**src/design/noc_bridge_pkg.sv**
```systemverilog
package noc_bridge_pkg;

    localparam int ADDR_W = 16;
    localparam int DATA_W = 32;
    localparam int ID_W = 4;
    localparam int FLIT_W = 40;      // Data field of one stream beat.
    localparam int MESH_X = 4;
    localparam int MESH_Y = 4;
    localparam int COORD_X_W = $clog2(MESH_X);
    localparam int COORD_Y_W = $clog2(MESH_Y);

    typedef logic [COORD_X_W-1:0] coord_x_t;
    typedef logic [COORD_Y_W-1:0] coord_y_t;
    typedef logic [ID_W-1:0] axi_id_t;
    typedef logic [ADDR_W-1:0] axi_addr_t;
    typedef logic [DATA_W-1:0] axi_data_t;
    typedef logic [DATA_W/8-1:0] axi_strb_t;
    typedef logic [7:0] burst_len_t;
    typedef logic [7:0] pkt_count_t;

    // Codes 2 and 4 belonged to the read subheaders and stay unused.
    typedef enum logic [2:0] {
        ROUTING_HEADER = 3'd0,
        AW_SUBHEADER = 3'd1,
        W_DATA = 3'd3,
        B_SUBHEADER = 3'd5
    } flit_kind_t;

    // First flit of every packet, used by the routers for XY routing.
    typedef struct packed {
        logic [FLIT_W-8-2*(COORD_X_W+COORD_Y_W)-1:0] rsvd;
        pkt_count_t packet_count;
        coord_x_t src_x;
        coord_y_t src_y;
        coord_x_t dst_x;
        coord_y_t dst_y;
    } routing_header_t;

    typedef struct packed {
        logic [FLIT_W-(ID_W+ADDR_W+8+3+2)-1:0] rsvd;
        axi_id_t id;
        axi_addr_t addr;
        burst_len_t len;
        logic [2:0] size;
        logic [1:0] burst;
    } aw_subheader_t;

    typedef struct packed {
        logic [FLIT_W-DATA_W-1:0] rsvd;
        axi_data_t data;
    } w_flit_t;

    typedef struct packed {
        logic [FLIT_W-ID_W-1:0] rsvd;
        axi_id_t id;
    } b_subheader_t;

    typedef struct packed {
        logic [FLIT_W-1:0] tdata;
        axi_strb_t tstrb;
        flit_kind_t tid;
        logic tlast;
    } flit_t;

    typedef struct packed {
        axi_id_t awid;
        axi_addr_t awaddr;
        burst_len_t awlen;
        logic [2:0] awsize;
        logic [1:0] awburst;
    } axi_aw_t;

    typedef struct packed {
        axi_data_t wdata;
        axi_strb_t wstrb;
        logic wlast;
    } axi_w_t;

    typedef struct packed {
        axi_id_t bid;
    } axi_b_t;

endpackage

```
**src/design/write_packetizer.sv**
```systemverilog
`timescale 1ns/1ns

module write_packetizer #(
    parameter noc_bridge_pkg::coord_x_t ROUTER_X = '0,
    parameter noc_bridge_pkg::coord_y_t ROUTER_Y = '0
) (
    input  logic ACLK,
    input  logic ARESETn,

    input  noc_bridge_pkg::axi_aw_t s_axi_aw_i,
    input  logic s_axi_awvalid_i,
    output logic s_axi_awready_o,
    input  noc_bridge_pkg::axi_w_t s_axi_w_i,
    input  logic s_axi_wvalid_i,
    output logic s_axi_wready_o,

    output noc_bridge_pkg::flit_t m_axis_req_o,
    output logic m_axis_req_tvalid_o,
    input  logic m_axis_req_tready_i
);

    import noc_bridge_pkg::*;

    typedef enum logic [1:0] {HEADER, AW_SEND, W_SEND} state_t;

    state_t state, state_next;
    axi_id_t id_m1;
    routing_header_t header;
    aw_subheader_t aw_flit;
    w_flit_t w_flit;

    // Node n of the mesh is addressed by ID n + 1, row by row.
    always_comb begin
        id_m1 = s_axi_aw_i.awid - axi_id_t'(1);
        header.rsvd = '0;
        header.packet_count = s_axi_aw_i.awlen + pkt_count_t'(2);
        header.src_x = ROUTER_X;
        header.src_y = ROUTER_Y;
        header.dst_x = coord_x_t'(id_m1 % MESH_X);
        header.dst_y = coord_y_t'(id_m1 / MESH_X);

        aw_flit.rsvd = '0;
        aw_flit.id = s_axi_aw_i.awid;
        aw_flit.addr = s_axi_aw_i.awaddr;
        aw_flit.len = s_axi_aw_i.awlen;
        aw_flit.size = s_axi_aw_i.awsize;
        aw_flit.burst = s_axi_aw_i.awburst;

        w_flit.rsvd = '0;
        w_flit.data = s_axi_w_i.wdata;
    end

    always_ff @(posedge ACLK or negedge ARESETn) begin
        if (!ARESETn) begin
            state <= HEADER;
        end else begin
            state <= state_next;
        end
    end

    always_comb begin
        state_next = state;
        s_axi_awready_o = 1'b0;
        s_axi_wready_o = 1'b0;
        m_axis_req_tvalid_o = 1'b0;
        m_axis_req_o.tdata = header;
        m_axis_req_o.tstrb = '1;
        m_axis_req_o.tid = ROUTING_HEADER;
        m_axis_req_o.tlast = 1'b0;
        case (state)
            HEADER: begin
                m_axis_req_tvalid_o = s_axi_awvalid_i;
                if (s_axi_awvalid_i && m_axis_req_tready_i) state_next = AW_SEND;
            end
            AW_SEND: begin
                m_axis_req_tvalid_o = s_axi_awvalid_i;    // AW is still held from the header cycle.
                m_axis_req_o.tdata = aw_flit;
                m_axis_req_o.tid = AW_SUBHEADER;
                s_axi_awready_o = m_axis_req_tready_i;
                if (s_axi_awvalid_i && m_axis_req_tready_i) state_next = W_SEND;
            end
            W_SEND: begin
                m_axis_req_tvalid_o = s_axi_wvalid_i;
                m_axis_req_o.tdata = w_flit;
                m_axis_req_o.tstrb = s_axi_w_i.wstrb;
                m_axis_req_o.tid = W_DATA;
                m_axis_req_o.tlast = s_axi_w_i.wlast;
                s_axi_wready_o = m_axis_req_tready_i;
                if (s_axi_wvalid_i && m_axis_req_tready_i && s_axi_w_i.wlast) begin
                    state_next = HEADER;
                end
            end
            default: state_next = HEADER;
        endcase
    end

    // Holds only if the local master keeps its AW and W beats stable as AXI requires.
    assert property (@(posedge ACLK) disable iff (!ARESETn)
        m_axis_req_tvalid_o && !m_axis_req_tready_i |=>
            m_axis_req_tvalid_o && $stable(m_axis_req_o));

    // The AW beat stays valid from its header until its own flit is sent.
    assert property (@(posedge ACLK) disable iff (!ARESETn)
        state == AW_SEND |-> s_axi_awvalid_i);

endmodule

```
**src/design/write_depacketizer.sv**
```systemverilog
`timescale 1ns/1ns

module write_depacketizer (
    input  logic ACLK,
    input  logic ARESETn,

    input  noc_bridge_pkg::flit_t s_axis_req_i,
    input  logic s_axis_req_tvalid_i,
    output logic s_axis_req_tready_o,

    output noc_bridge_pkg::axi_aw_t m_axi_aw_o,
    output logic m_axi_awvalid_o,
    input  logic m_axi_awready_i,
    output noc_bridge_pkg::axi_w_t m_axi_w_o,
    output logic m_axi_wvalid_o,
    input  logic m_axi_wready_i,

    output noc_bridge_pkg::coord_x_t bresp_dest_x_o,
    output noc_bridge_pkg::coord_y_t bresp_dest_y_o
);

    import noc_bridge_pkg::*;

    routing_header_t header;
    aw_subheader_t aw_flit;
    w_flit_t w_flit;
    coord_x_t src_x_q;
    coord_y_t src_y_q;
    coord_x_t dest_x_q;
    coord_y_t dest_y_q;
    logic header_take;
    logic aw_take;

    always_comb begin
        header = s_axis_req_i.tdata;
        aw_flit = s_axis_req_i.tdata;
        w_flit = s_axis_req_i.tdata;

        m_axi_aw_o.awid = aw_flit.id;
        m_axi_aw_o.awaddr = aw_flit.addr;
        m_axi_aw_o.awlen = aw_flit.len;
        m_axi_aw_o.awsize = aw_flit.size;
        m_axi_aw_o.awburst = aw_flit.burst;

        m_axi_w_o.wdata = w_flit.data;
        m_axi_w_o.wstrb = s_axis_req_i.tstrb;
        m_axi_w_o.wlast = s_axis_req_i.tlast;
    end

    // Headers and unknown kinds are consumed at once.
    always_comb begin
        s_axis_req_tready_o = 1'b1;
        m_axi_awvalid_o = 1'b0;
        m_axi_wvalid_o = 1'b0;
        if (s_axis_req_tvalid_i) begin
            case (s_axis_req_i.tid)
                AW_SUBHEADER: begin
                    m_axi_awvalid_o = 1'b1;
                    s_axis_req_tready_o = m_axi_awready_i;
                end
                W_DATA: begin
                    m_axi_wvalid_o = 1'b1;
                    s_axis_req_tready_o = m_axi_wready_i;
                end
                default: s_axis_req_tready_o = 1'b1;
            endcase
        end
    end

    assign header_take = s_axis_req_tvalid_i && s_axis_req_i.tid == ROUTING_HEADER;
    assign aw_take = m_axi_awvalid_o && m_axi_awready_i;

    // One write in flight, so a single return address is enough.
    always_ff @(posedge ACLK or negedge ARESETn) begin
        if (!ARESETn) begin
            src_x_q <= '0;
            src_y_q <= '0;
            dest_x_q <= '0;
            dest_y_q <= '0;
        end else begin
            if (header_take) begin
                src_x_q <= header.src_x;
                src_y_q <= header.src_y;
            end
            if (aw_take) begin
                dest_x_q <= src_x_q;
                dest_y_q <= src_y_q;
            end
        end
    end

    assign bresp_dest_x_o = dest_x_q;
    assign bresp_dest_y_o = dest_y_q;

    // WVALID may not drop before WREADY, so the network must hold the W flit.
    assert property (@(posedge ACLK) disable iff (!ARESETn)
        m_axi_wvalid_o && !m_axi_wready_i |=> m_axi_wvalid_o && $stable(m_axi_w_o));

endmodule

```
**src/design/bresp_packetizer.sv**
```systemverilog
`timescale 1ns/1ns

module bresp_packetizer #(
    parameter noc_bridge_pkg::coord_x_t ROUTER_X = '0,
    parameter noc_bridge_pkg::coord_y_t ROUTER_Y = '0
) (
    input  logic ACLK,
    input  logic ARESETn,

    input  noc_bridge_pkg::axi_b_t m_axi_b_i,
    input  logic m_axi_bvalid_i,
    output logic m_axi_bready_o,

    input  noc_bridge_pkg::coord_x_t bresp_dest_x_i,
    input  noc_bridge_pkg::coord_y_t bresp_dest_y_i,

    output noc_bridge_pkg::flit_t m_axis_resp_o,
    output logic m_axis_resp_tvalid_o,
    input  logic m_axis_resp_tready_i
);

    import noc_bridge_pkg::*;

    typedef enum logic {HEADER, B_SEND} state_t;

    state_t state, state_next;
    routing_header_t header;
    b_subheader_t b_flit;

    always_comb begin
        header.rsvd = '0;
        header.packet_count = pkt_count_t'(1);    // The B flit alone follows the header.
        header.src_x = ROUTER_X;
        header.src_y = ROUTER_Y;
        header.dst_x = bresp_dest_x_i;
        header.dst_y = bresp_dest_y_i;

        b_flit.rsvd = '0;
        b_flit.id = m_axi_b_i.bid;
    end

    always_ff @(posedge ACLK or negedge ARESETn) begin
        if (!ARESETn) begin
            state <= HEADER;
        end else begin
            state <= state_next;
        end
    end

    always_comb begin
        state_next = state;
        m_axi_bready_o = 1'b0;
        m_axis_resp_tvalid_o = m_axi_bvalid_i;
        m_axis_resp_o.tstrb = '1;
        if (state == B_SEND) begin
            m_axis_resp_o.tdata = b_flit;
            m_axis_resp_o.tid = B_SUBHEADER;
            m_axis_resp_o.tlast = 1'b1;
            m_axi_bready_o = m_axis_resp_tready_i;
            if (m_axi_bvalid_i && m_axis_resp_tready_i) state_next = HEADER;
        end else begin
            m_axis_resp_o.tdata = header;
            m_axis_resp_o.tid = ROUTING_HEADER;
            m_axis_resp_o.tlast = 1'b0;
            if (m_axi_bvalid_i && m_axis_resp_tready_i) state_next = B_SEND;
        end
    end

    // The local slave holds its B beat from the header until BREADY, which comes with the B flit.
    assert property (@(posedge ACLK) disable iff (!ARESETn)
        state == B_SEND |-> m_axi_bvalid_i && $stable(m_axi_b_i));

endmodule

```
**src/design/bresp_depacketizer.sv**
```systemverilog
`timescale 1ns/1ns

module bresp_depacketizer (
    input  logic ACLK,
    input  logic ARESETn,

    input  noc_bridge_pkg::flit_t s_axis_resp_i,
    input  logic s_axis_resp_tvalid_i,
    output logic s_axis_resp_tready_o,

    output noc_bridge_pkg::axi_b_t s_axi_b_o,
    output logic s_axi_bvalid_o,
    input  logic s_axi_bready_i
);

    import noc_bridge_pkg::*;

    b_subheader_t b_flit;
    logic is_b;

    assign b_flit = s_axis_resp_i.tdata;
    assign is_b = s_axis_resp_i.tid == B_SUBHEADER;

    // Headers are swallowed; only the B flit reaches the local master.
    always_comb begin
        s_axi_b_o.bid = b_flit.id;
        s_axi_bvalid_o = s_axis_resp_tvalid_i && is_b;
        s_axis_resp_tready_o = 1'b1;
        if (s_axis_resp_tvalid_i && is_b) s_axis_resp_tready_o = s_axi_bready_i;
    end

    // Relies on the network holding a flit until it is taken.
    assert property (@(posedge ACLK) disable iff (!ARESETn)
        s_axi_bvalid_o && !s_axi_bready_i |=> s_axi_bvalid_o && $stable(s_axi_b_o));

endmodule

```
**src/design/noc_write_bridge.sv**
```systemverilog
`timescale 1ns/1ns

module noc_write_bridge #(
    parameter noc_bridge_pkg::coord_x_t ROUTER_X = '0,
    parameter noc_bridge_pkg::coord_y_t ROUTER_Y = '0
) (
    input  logic ACLK,
    input  logic ARESETn,

    input  noc_bridge_pkg::axi_aw_t s_axi_aw_i,
    input  logic s_axi_awvalid_i,
    output logic s_axi_awready_o,
    input  noc_bridge_pkg::axi_w_t s_axi_w_i,
    input  logic s_axi_wvalid_i,
    output logic s_axi_wready_o,
    output noc_bridge_pkg::axi_b_t s_axi_b_o,
    output logic s_axi_bvalid_o,
    input  logic s_axi_bready_i,

    output noc_bridge_pkg::axi_aw_t m_axi_aw_o,
    output logic m_axi_awvalid_o,
    input  logic m_axi_awready_i,
    output noc_bridge_pkg::axi_w_t m_axi_w_o,
    output logic m_axi_wvalid_o,
    input  logic m_axi_wready_i,
    input  noc_bridge_pkg::axi_b_t m_axi_b_i,
    input  logic m_axi_bvalid_i,
    output logic m_axi_bready_o,

    output noc_bridge_pkg::flit_t m_axis_req_o,
    output logic m_axis_req_tvalid_o,
    input  logic m_axis_req_tready_i,
    input  noc_bridge_pkg::flit_t s_axis_req_i,
    input  logic s_axis_req_tvalid_i,
    output logic s_axis_req_tready_o,

    output noc_bridge_pkg::flit_t m_axis_resp_o,
    output logic m_axis_resp_tvalid_o,
    input  logic m_axis_resp_tready_i,
    input  noc_bridge_pkg::flit_t s_axis_resp_i,
    input  logic s_axis_resp_tvalid_i,
    output logic s_axis_resp_tready_o
);

    import noc_bridge_pkg::*;

    coord_x_t bresp_dest_x;    // Requester of the write now served locally.
    coord_y_t bresp_dest_y;

    write_packetizer #(.ROUTER_X(ROUTER_X), .ROUTER_Y(ROUTER_Y)) u_write_packetizer (
        .ACLK(ACLK), .ARESETn(ARESETn),
        .s_axi_aw_i(s_axi_aw_i), .s_axi_awvalid_i(s_axi_awvalid_i),
        .s_axi_awready_o(s_axi_awready_o),
        .s_axi_w_i(s_axi_w_i), .s_axi_wvalid_i(s_axi_wvalid_i), .s_axi_wready_o(s_axi_wready_o),
        .m_axis_req_o(m_axis_req_o), .m_axis_req_tvalid_o(m_axis_req_tvalid_o),
        .m_axis_req_tready_i(m_axis_req_tready_i)
    );

    write_depacketizer u_write_depacketizer (
        .ACLK(ACLK), .ARESETn(ARESETn),
        .s_axis_req_i(s_axis_req_i), .s_axis_req_tvalid_i(s_axis_req_tvalid_i),
        .s_axis_req_tready_o(s_axis_req_tready_o),
        .m_axi_aw_o(m_axi_aw_o), .m_axi_awvalid_o(m_axi_awvalid_o),
        .m_axi_awready_i(m_axi_awready_i),
        .m_axi_w_o(m_axi_w_o), .m_axi_wvalid_o(m_axi_wvalid_o), .m_axi_wready_i(m_axi_wready_i),
        .bresp_dest_x_o(bresp_dest_x), .bresp_dest_y_o(bresp_dest_y)
    );

    bresp_packetizer #(.ROUTER_X(ROUTER_X), .ROUTER_Y(ROUTER_Y)) u_bresp_packetizer (
        .ACLK(ACLK), .ARESETn(ARESETn),
        .m_axi_b_i(m_axi_b_i), .m_axi_bvalid_i(m_axi_bvalid_i), .m_axi_bready_o(m_axi_bready_o),
        .bresp_dest_x_i(bresp_dest_x), .bresp_dest_y_i(bresp_dest_y),
        .m_axis_resp_o(m_axis_resp_o), .m_axis_resp_tvalid_o(m_axis_resp_tvalid_o),
        .m_axis_resp_tready_i(m_axis_resp_tready_i)
    );

    bresp_depacketizer u_bresp_depacketizer (
        .ACLK(ACLK), .ARESETn(ARESETn),
        .s_axis_resp_i(s_axis_resp_i), .s_axis_resp_tvalid_i(s_axis_resp_tvalid_i),
        .s_axis_resp_tready_o(s_axis_resp_tready_o),
        .s_axi_b_o(s_axi_b_o), .s_axi_bvalid_o(s_axi_bvalid_o), .s_axi_bready_i(s_axi_bready_i)
    );

endmodule

```
**config.mk**
```make
export PLATFORM = sky130hd
export DESIGN_NAME = noc_write_bridge
export DESIGN_NICKNAME = d
export VERILOG_FILES = /design/src/design/noc_bridge_pkg.sv /design/src/design/write_packetizer.sv /design/src/design/write_depacketizer.sv /design/src/design/bresp_packetizer.sv /design/src/design/bresp_depacketizer.sv /design/src/design/noc_write_bridge.sv
export SDC_FILE = /design/constraint.sdc
export NUM_CORES = 1
export LEC_CHECK = 0
export BUFFER_PORTS_ARGS = -buffer_cell sky130_fd_sc_hd__clkbuf_2
export CELL_PAD_IN_SITES_DETAIL_PLACEMENT = 2
export CELL_PAD_IN_SITES_GLOBAL_PLACEMENT = 2
export CORE_MARGIN = 3
export CORE_UTILIZATION = 12
export CTS_CLUSTER_SIZE = 25
export DETAILED_ROUTE_END_ITERATION = 10
export GPL_ROUTABILITY_DRIVEN = 1
export PLACE_DENSITY_LB_ADDON = 0.1
export SYNTH_ARGS = -nofsm -noshare
export SYNTH_HDL_FRONTEND = slang
export SYNTH_SLANG_ARGS = --single-unit
```
**constraint.sdc**
```tcl
create_clock -name ACLK -period 1.7 [get_ports ACLK]
set_input_delay 0 -clock ACLK [delete_from_list [all_inputs] [get_ports ACLK]]
set_output_delay 0 -clock ACLK [all_outputs]
set_load 0.05 [all_outputs]
```
Word-level counts from Yosys, hierarchy flattened
Cells that the tools add are included.
{"block": "word_totals", "wordCells": 51, "input_bits": 182, "regBits": 11}
{"block": "classes", "n_eq_ne": 8, "add_sub_neg": 2, "reduce_logical": 11, "n_mux": 24}
{"operator": "$pmux 33 s2", "count": 1}
{"operator": "$mux 1", "count": 13}
{"operator": "$mux 9", "count": 1}
{"operator": "$add 8x2->8 const B", "count": 1}
{"operator": "$mux 4", "count": 2}
{"operator": "$logic_and 1x1->1", "count": 7}
{"operator": "$mux 2", "count": 3}
{"operator": "$ne 2x1->1 const B", "count": 3}
{"operator": "$pmux 2 s3", "count": 1}
{"operator": "$pmux 1 s2", "count": 2}
{"operator": "$pmux 2 s2", "count": 1}
{"operator": "$sub 4x1->4 const B", "count": 1}
{"operator": "$eq 3x1->1 const B", "count": 1}
{"operator": "$eq 3x2->1 const B", "count": 1}
{"operator": "$eq 3x3->1 const B", "count": 1}
{"operator": "$logic_not 3->1", "count": 1}
{"operator": "$reduce_and 3->1", "count": 1}
{"operator": "$eq 2x1->1 const B", "count": 1}
{"operator": "$eq 2x2->1 const B", "count": 1}
{"operator": "$logic_not 2->1", "count": 1}
{"operator": "$reduce_or 2->1", "count": 1}

Logic depth before layout (Yosys ltp)
{"block": "logic_depth", "ltp_word": 4, "ltp_mapped": 6, "ltp_nobuf": 5}

Cells and area by module
Synthesis repeated with hierarchy kept, for this count alone.
{"block": "hier_totals", "cells_unflattened": 269, "hier_area_um2": 2262.2}
{"module": "write_depacketizer", "area_per_inst_um2": 907.1, "n_inst": 1, "seq_area_each_um2": 200.2, "cells_per_inst": 93}
{"module": "write_packetizer", "area_per_inst_um2": 850.8, "n_inst": 1, "seq_area_each_um2": 50.0, "cells_per_inst": 114}
{"module": "bresp_packetizer", "area_per_inst_um2": 457.9, "n_inst": 1, "seq_area_each_um2": 25.0, "cells_per_inst": 56}
{"module": "bresp_depacketizer", "area_per_inst_um2": 46.3, "n_inst": 1, "seq_area_each_um2": 0.0, "cells_per_inst": 6}

Least setup slack after synthesis
Ideal clock, no wire load.
{"block": "synth_path", "path_kind": "register to output", "from": "reg u_write_packetizer.state[0]", "to": "out m_axis_req_o[22] (netlist bit)", "arrival_time_ns": 2.329, "path_stages_with_launch": 7, "required_ns": 1.700, "setup_slack_ns": -0.629, "path_buffers": 1, "cell_sequence": "dfrtp_1 -> inv_1 -> ha_1 -> inv_1 -> clkbuf_1 -> a221oi_1 -> a31oi_1"}
{"element": "start: declaration", "line": "write_packetizer.sv:26", "rtl": "state_t state, state_next;"}
{"element": "start signal: assignment", "line": "write_packetizer.sv:57", "rtl": "state <= state_next;"}
{"element": "end: declaration", "line": "noc_write_bridge.sv:30", "rtl": "output noc_bridge_pkg::flit_t m_axis_req_o,"}

==> impl_metrics.py <==
metrics = {
    "run_status": {
        "status": "finished, violations left",
        "violations": "negative setup slack",
    },
    "placed_design": {
        "post-place-ws_ns": -0.0875,
        "dp_hpwl_um": 8730,
        "dp.cells": 587,
        "gp_congestion": 0.709,
        "portBuffers": 161,
    },
    "setup_path": {
        "cp_max_fo": 5,
        "required_ns": 1.70,
        "worstPathArrival_ns": 1.76,
        "reg2reg_slack_ns": 0.08,
        "critPathTopFamily": "buffers and inverters",
        "cpMaxStageDelayCell": "dfrtp_1",
        "crit_cells": 6,
        "r2r_cells": 6,
        "timing.rr.end": "u_write_packetizer.state[0]$_DFFE_PN0P_",
        "crit_type": "reg -> out",
        "slowest_delay_ns": 0.38,
        "worstSetupEndpoint": "m_axis_req_o[37]",
        "crit_buf_inv": 3,
        "cp_cell_sequence": "inv_2 -> ha_4 -> and2_4 -> clkbuf_16 -> a22o_4 -> buf_12",
        "start_kind": "flop",
        "crit_start": "u_write_packetizer.state[0]$_DFFE_PN0P_",
        "r2r_start": "u_write_packetizer.state[0]$_DFFE_PN0P_",
        "endpoint_kind": "primary output",
    },
    "grt": {
        "grt.met3_usage_pct": 2.60,
        "antenna_found_initial": 1,
        "grt_pass1_wl_um": 14300,
        "gr-max-usage-layer": "met2",
        "grtUsageMet1_pct": 10.0,
        "grt_pass1_vias": 2283,
        "grt_max_degree": 12,
        "grt_use_total_pct": 9.17,
        "grt-ovfl-total": 0,
        "grt_util_met2_pct": 18.2,
    },
    "power": {
        "irDropWorstVdd_v": 0.00106,
        "power_switching_mw": 5.31,
        "seqPwrFrac_pct": 4.2,
        "internal_power_mw": 5.00,
        "p_clk_share_pct": 4.1,
        "p_total_mw": 10.3,
        "p_sw_share_pct": 51.5,
        "combPwrFrac_pct": 91.6,
        "leakagePower_nw": 1.94,
        "powerDensity_mw_per_mm2": 2600,
    },
    "route": {
        "routedWlPerCell_um": 17.1,
        "drtAntennaViolNets": 0,
        "vias_per_cell": 3.51,
        "vias": 2123,
        "wirelength_um": 10400,
        "drc": 0,
        "drtIter0Drc": 17,
        "firstDrtPassIters": 4,
    },
    "floorplanning": {
        "die_width_um": 142,
        "core_area_sq_mm": 0.0177,
        "die_area_sq_mm": 0.0201,
        "die_y_um": 142,
        "rows": 48,
        "design.portCount": 362,
        "initial_core_util_pct": 12.5,
    },
    "cts": {
        "clk_pin_slew_ns": 0.04,
        "cts_tree": "done",
        "tritoncts.num_buffers": 3,
        "cts.sinks": 11,
        "root_buffer": "clkbuf_16",
        "cts_buffer_depth": 2,
        "clock_latency_ns": 0.23,
        "htreeDepth": 1,
    },
    "synthesis": {
        "synth_cell_types": 31,
        "synth.most_common_cell": "buf_4",
        "synth_flop_cell": "dfrtp_1",
        "yosys_warnings": 0,
        "synth_top_area_cell": "buf_4",
        "postSynthAreaPerCell_sq_um": 8.24,
        "synth_edf_count": 0,
        "synth_area_sq_mm": 0.00221,
        "ys_ff_latch": 11,
        "syn_inst": 268,
        "synth_top_area_share_pct": 42.8,
        "synth_top_cells_by_area": "buf_4 (43%), dfrtp_1 (12%), a22o_1 (7.9%), mux2_2 (7.1%), ha_1 (4.5%)",
        "synthArstFlopShare_pct": 100,
        "yosysSeqAreaShare_pct": 12.5,
        "synth_commonest_cells": "buf_4 (126), a22o_1 (20), mux2_2 (14)",
    },
    "final_layout": {
        "diodes": 0,
        "nets": 571,
        "drive_above_1_share_pct": 71.6,
        "stdcell_count": 605,
        "syn2layout_area_growth_pct": 79.3,
    },
    "timing": {
        "finalHoldViolations": 0,
        "slew_violations": 0,
        "skew_ns": 0.000109,
        "fmax_mhz": 568,
        "hold_ws_ns": 0.0000193,
        "rsz0062_at_grt": "true",
        "period_share_pct": 103,
        "period_needed_ns": 1.76,
        "setup-tns-final_ns": -0.912,
        "setup_viol": 24,
        "setup_ws_ns": -0.0591,
    },
    "run": {
        "maxCapViolations": 0,
    },
    "worst_hold_path": {
        "hold_class": "in -> out",
        "hold_path_depth": 0,
    },
}
power groups by stage:
stage / clock network (mW) / logic (mW) / registers (mW)
floorplan: 0 / 5.06 / 0.402
global placement: 0 / 7.79 / 0.443
detailed placement: 0 / 7.80 / 0.446
CTS: 0.438 / 9.17 / 0.444
global route: 0.454 / 9.91 / 0.458
finish: 0.424 / 9.45 / 0.438
registers in the layout (all words and copies together), names as in the netlist:
name	count
u_bresp_packetizer.state	1
u_write_depacketizer.bresp_dest_x_o	2
u_write_depacketizer.bresp_dest_y_o	2
u_write_depacketizer.src_x_q	2
u_write_depacketizer.src_y_q	2
u_write_packetizer.state	2
layout by cell type, fill, tap and decap left out, types with 4 or more instances in the layout:
cell type  count
a21oi_2        4
a21oi_4        8
a221oi_2       5
a221oi_4       5
a22o_4        20
and2_1         4
buf_12        27
buf_4         21
buf_6          8
buf_8         11
clkbuf_16      5
clkbuf_2     126
conb_1        48
dfrtp_1       11
ha_1           5
inv_1          4
mux2_2        12
nand2_1        4
nand2b_1       5
xnor2_1        4
per-layer routing:
layer,wire length [um],vias to the layer above
met5,13,-
met4,5,2
met3,968,2
met2,5710,170
met1,3670,981
li1,-,968
what timing repair did:
action                                 in CTS  in global routing
hold buffers                                1                  0
pin swaps                                   4                 20
endpoints found under the hold margin      11                  0
cloned                                      3                  2
setup endpoints to repair                  33                 33
resized for setup                          68                 29
buffers inserted                            8                  0
cell type report:
type | instances | area [sq um]
clock buffers | 4 | 78.8
fillers | 2006 | 13700
inverters | 7 | 31.3
multi-input cells | 159 | 1570
flip-flops and latches | 11 | 275
well taps | 225 | 282
repair buffers | 199 | 1730
worst min path at each step:
stage	startpoint	endpoint	slack, ns
final	s_axis_resp_i[8]	s_axi_b_o[0]	0.00002
after global routing	s_axis_resp_i[8]	s_axi_b_o[0]	0.00008
after detailed placement	ARESETn	u_write_depacketizer.src_y_q[1]$_DFFE_PN0P_	-0.1
after global placement	ARESETn	u_write_depacketizer.src_x_q[1]$_DFFE_PN0P_	-0.10
after CTS	s_axis_req_i[0]	m_axi_w_o[0]	0.0003
after floorplan	ARESETn	u_bresp_packetizer.state$_DFF_PN0_	-0.30
cells by family after synthesis:
kind of cell / synth area share [%]
compound gates: 17.2
xor+xnor: 2.38
fa+ha+maj: 4.53
buf+inv: 46.3
flops: 12.5
mux: 7.13
other cells: 0.340
simple gates: 9.74
through the flow:
stage / instance area (sq um) / utilization, %
finish: 3960 / 22.4
global route: 3960 / 22.4
CTS: 3780 / 21.4
detailed placement: 3200 / 18.1
global placement: 3200 / 18.1
floorplan: 2530 / -
(Power assumes the default switching activity.)
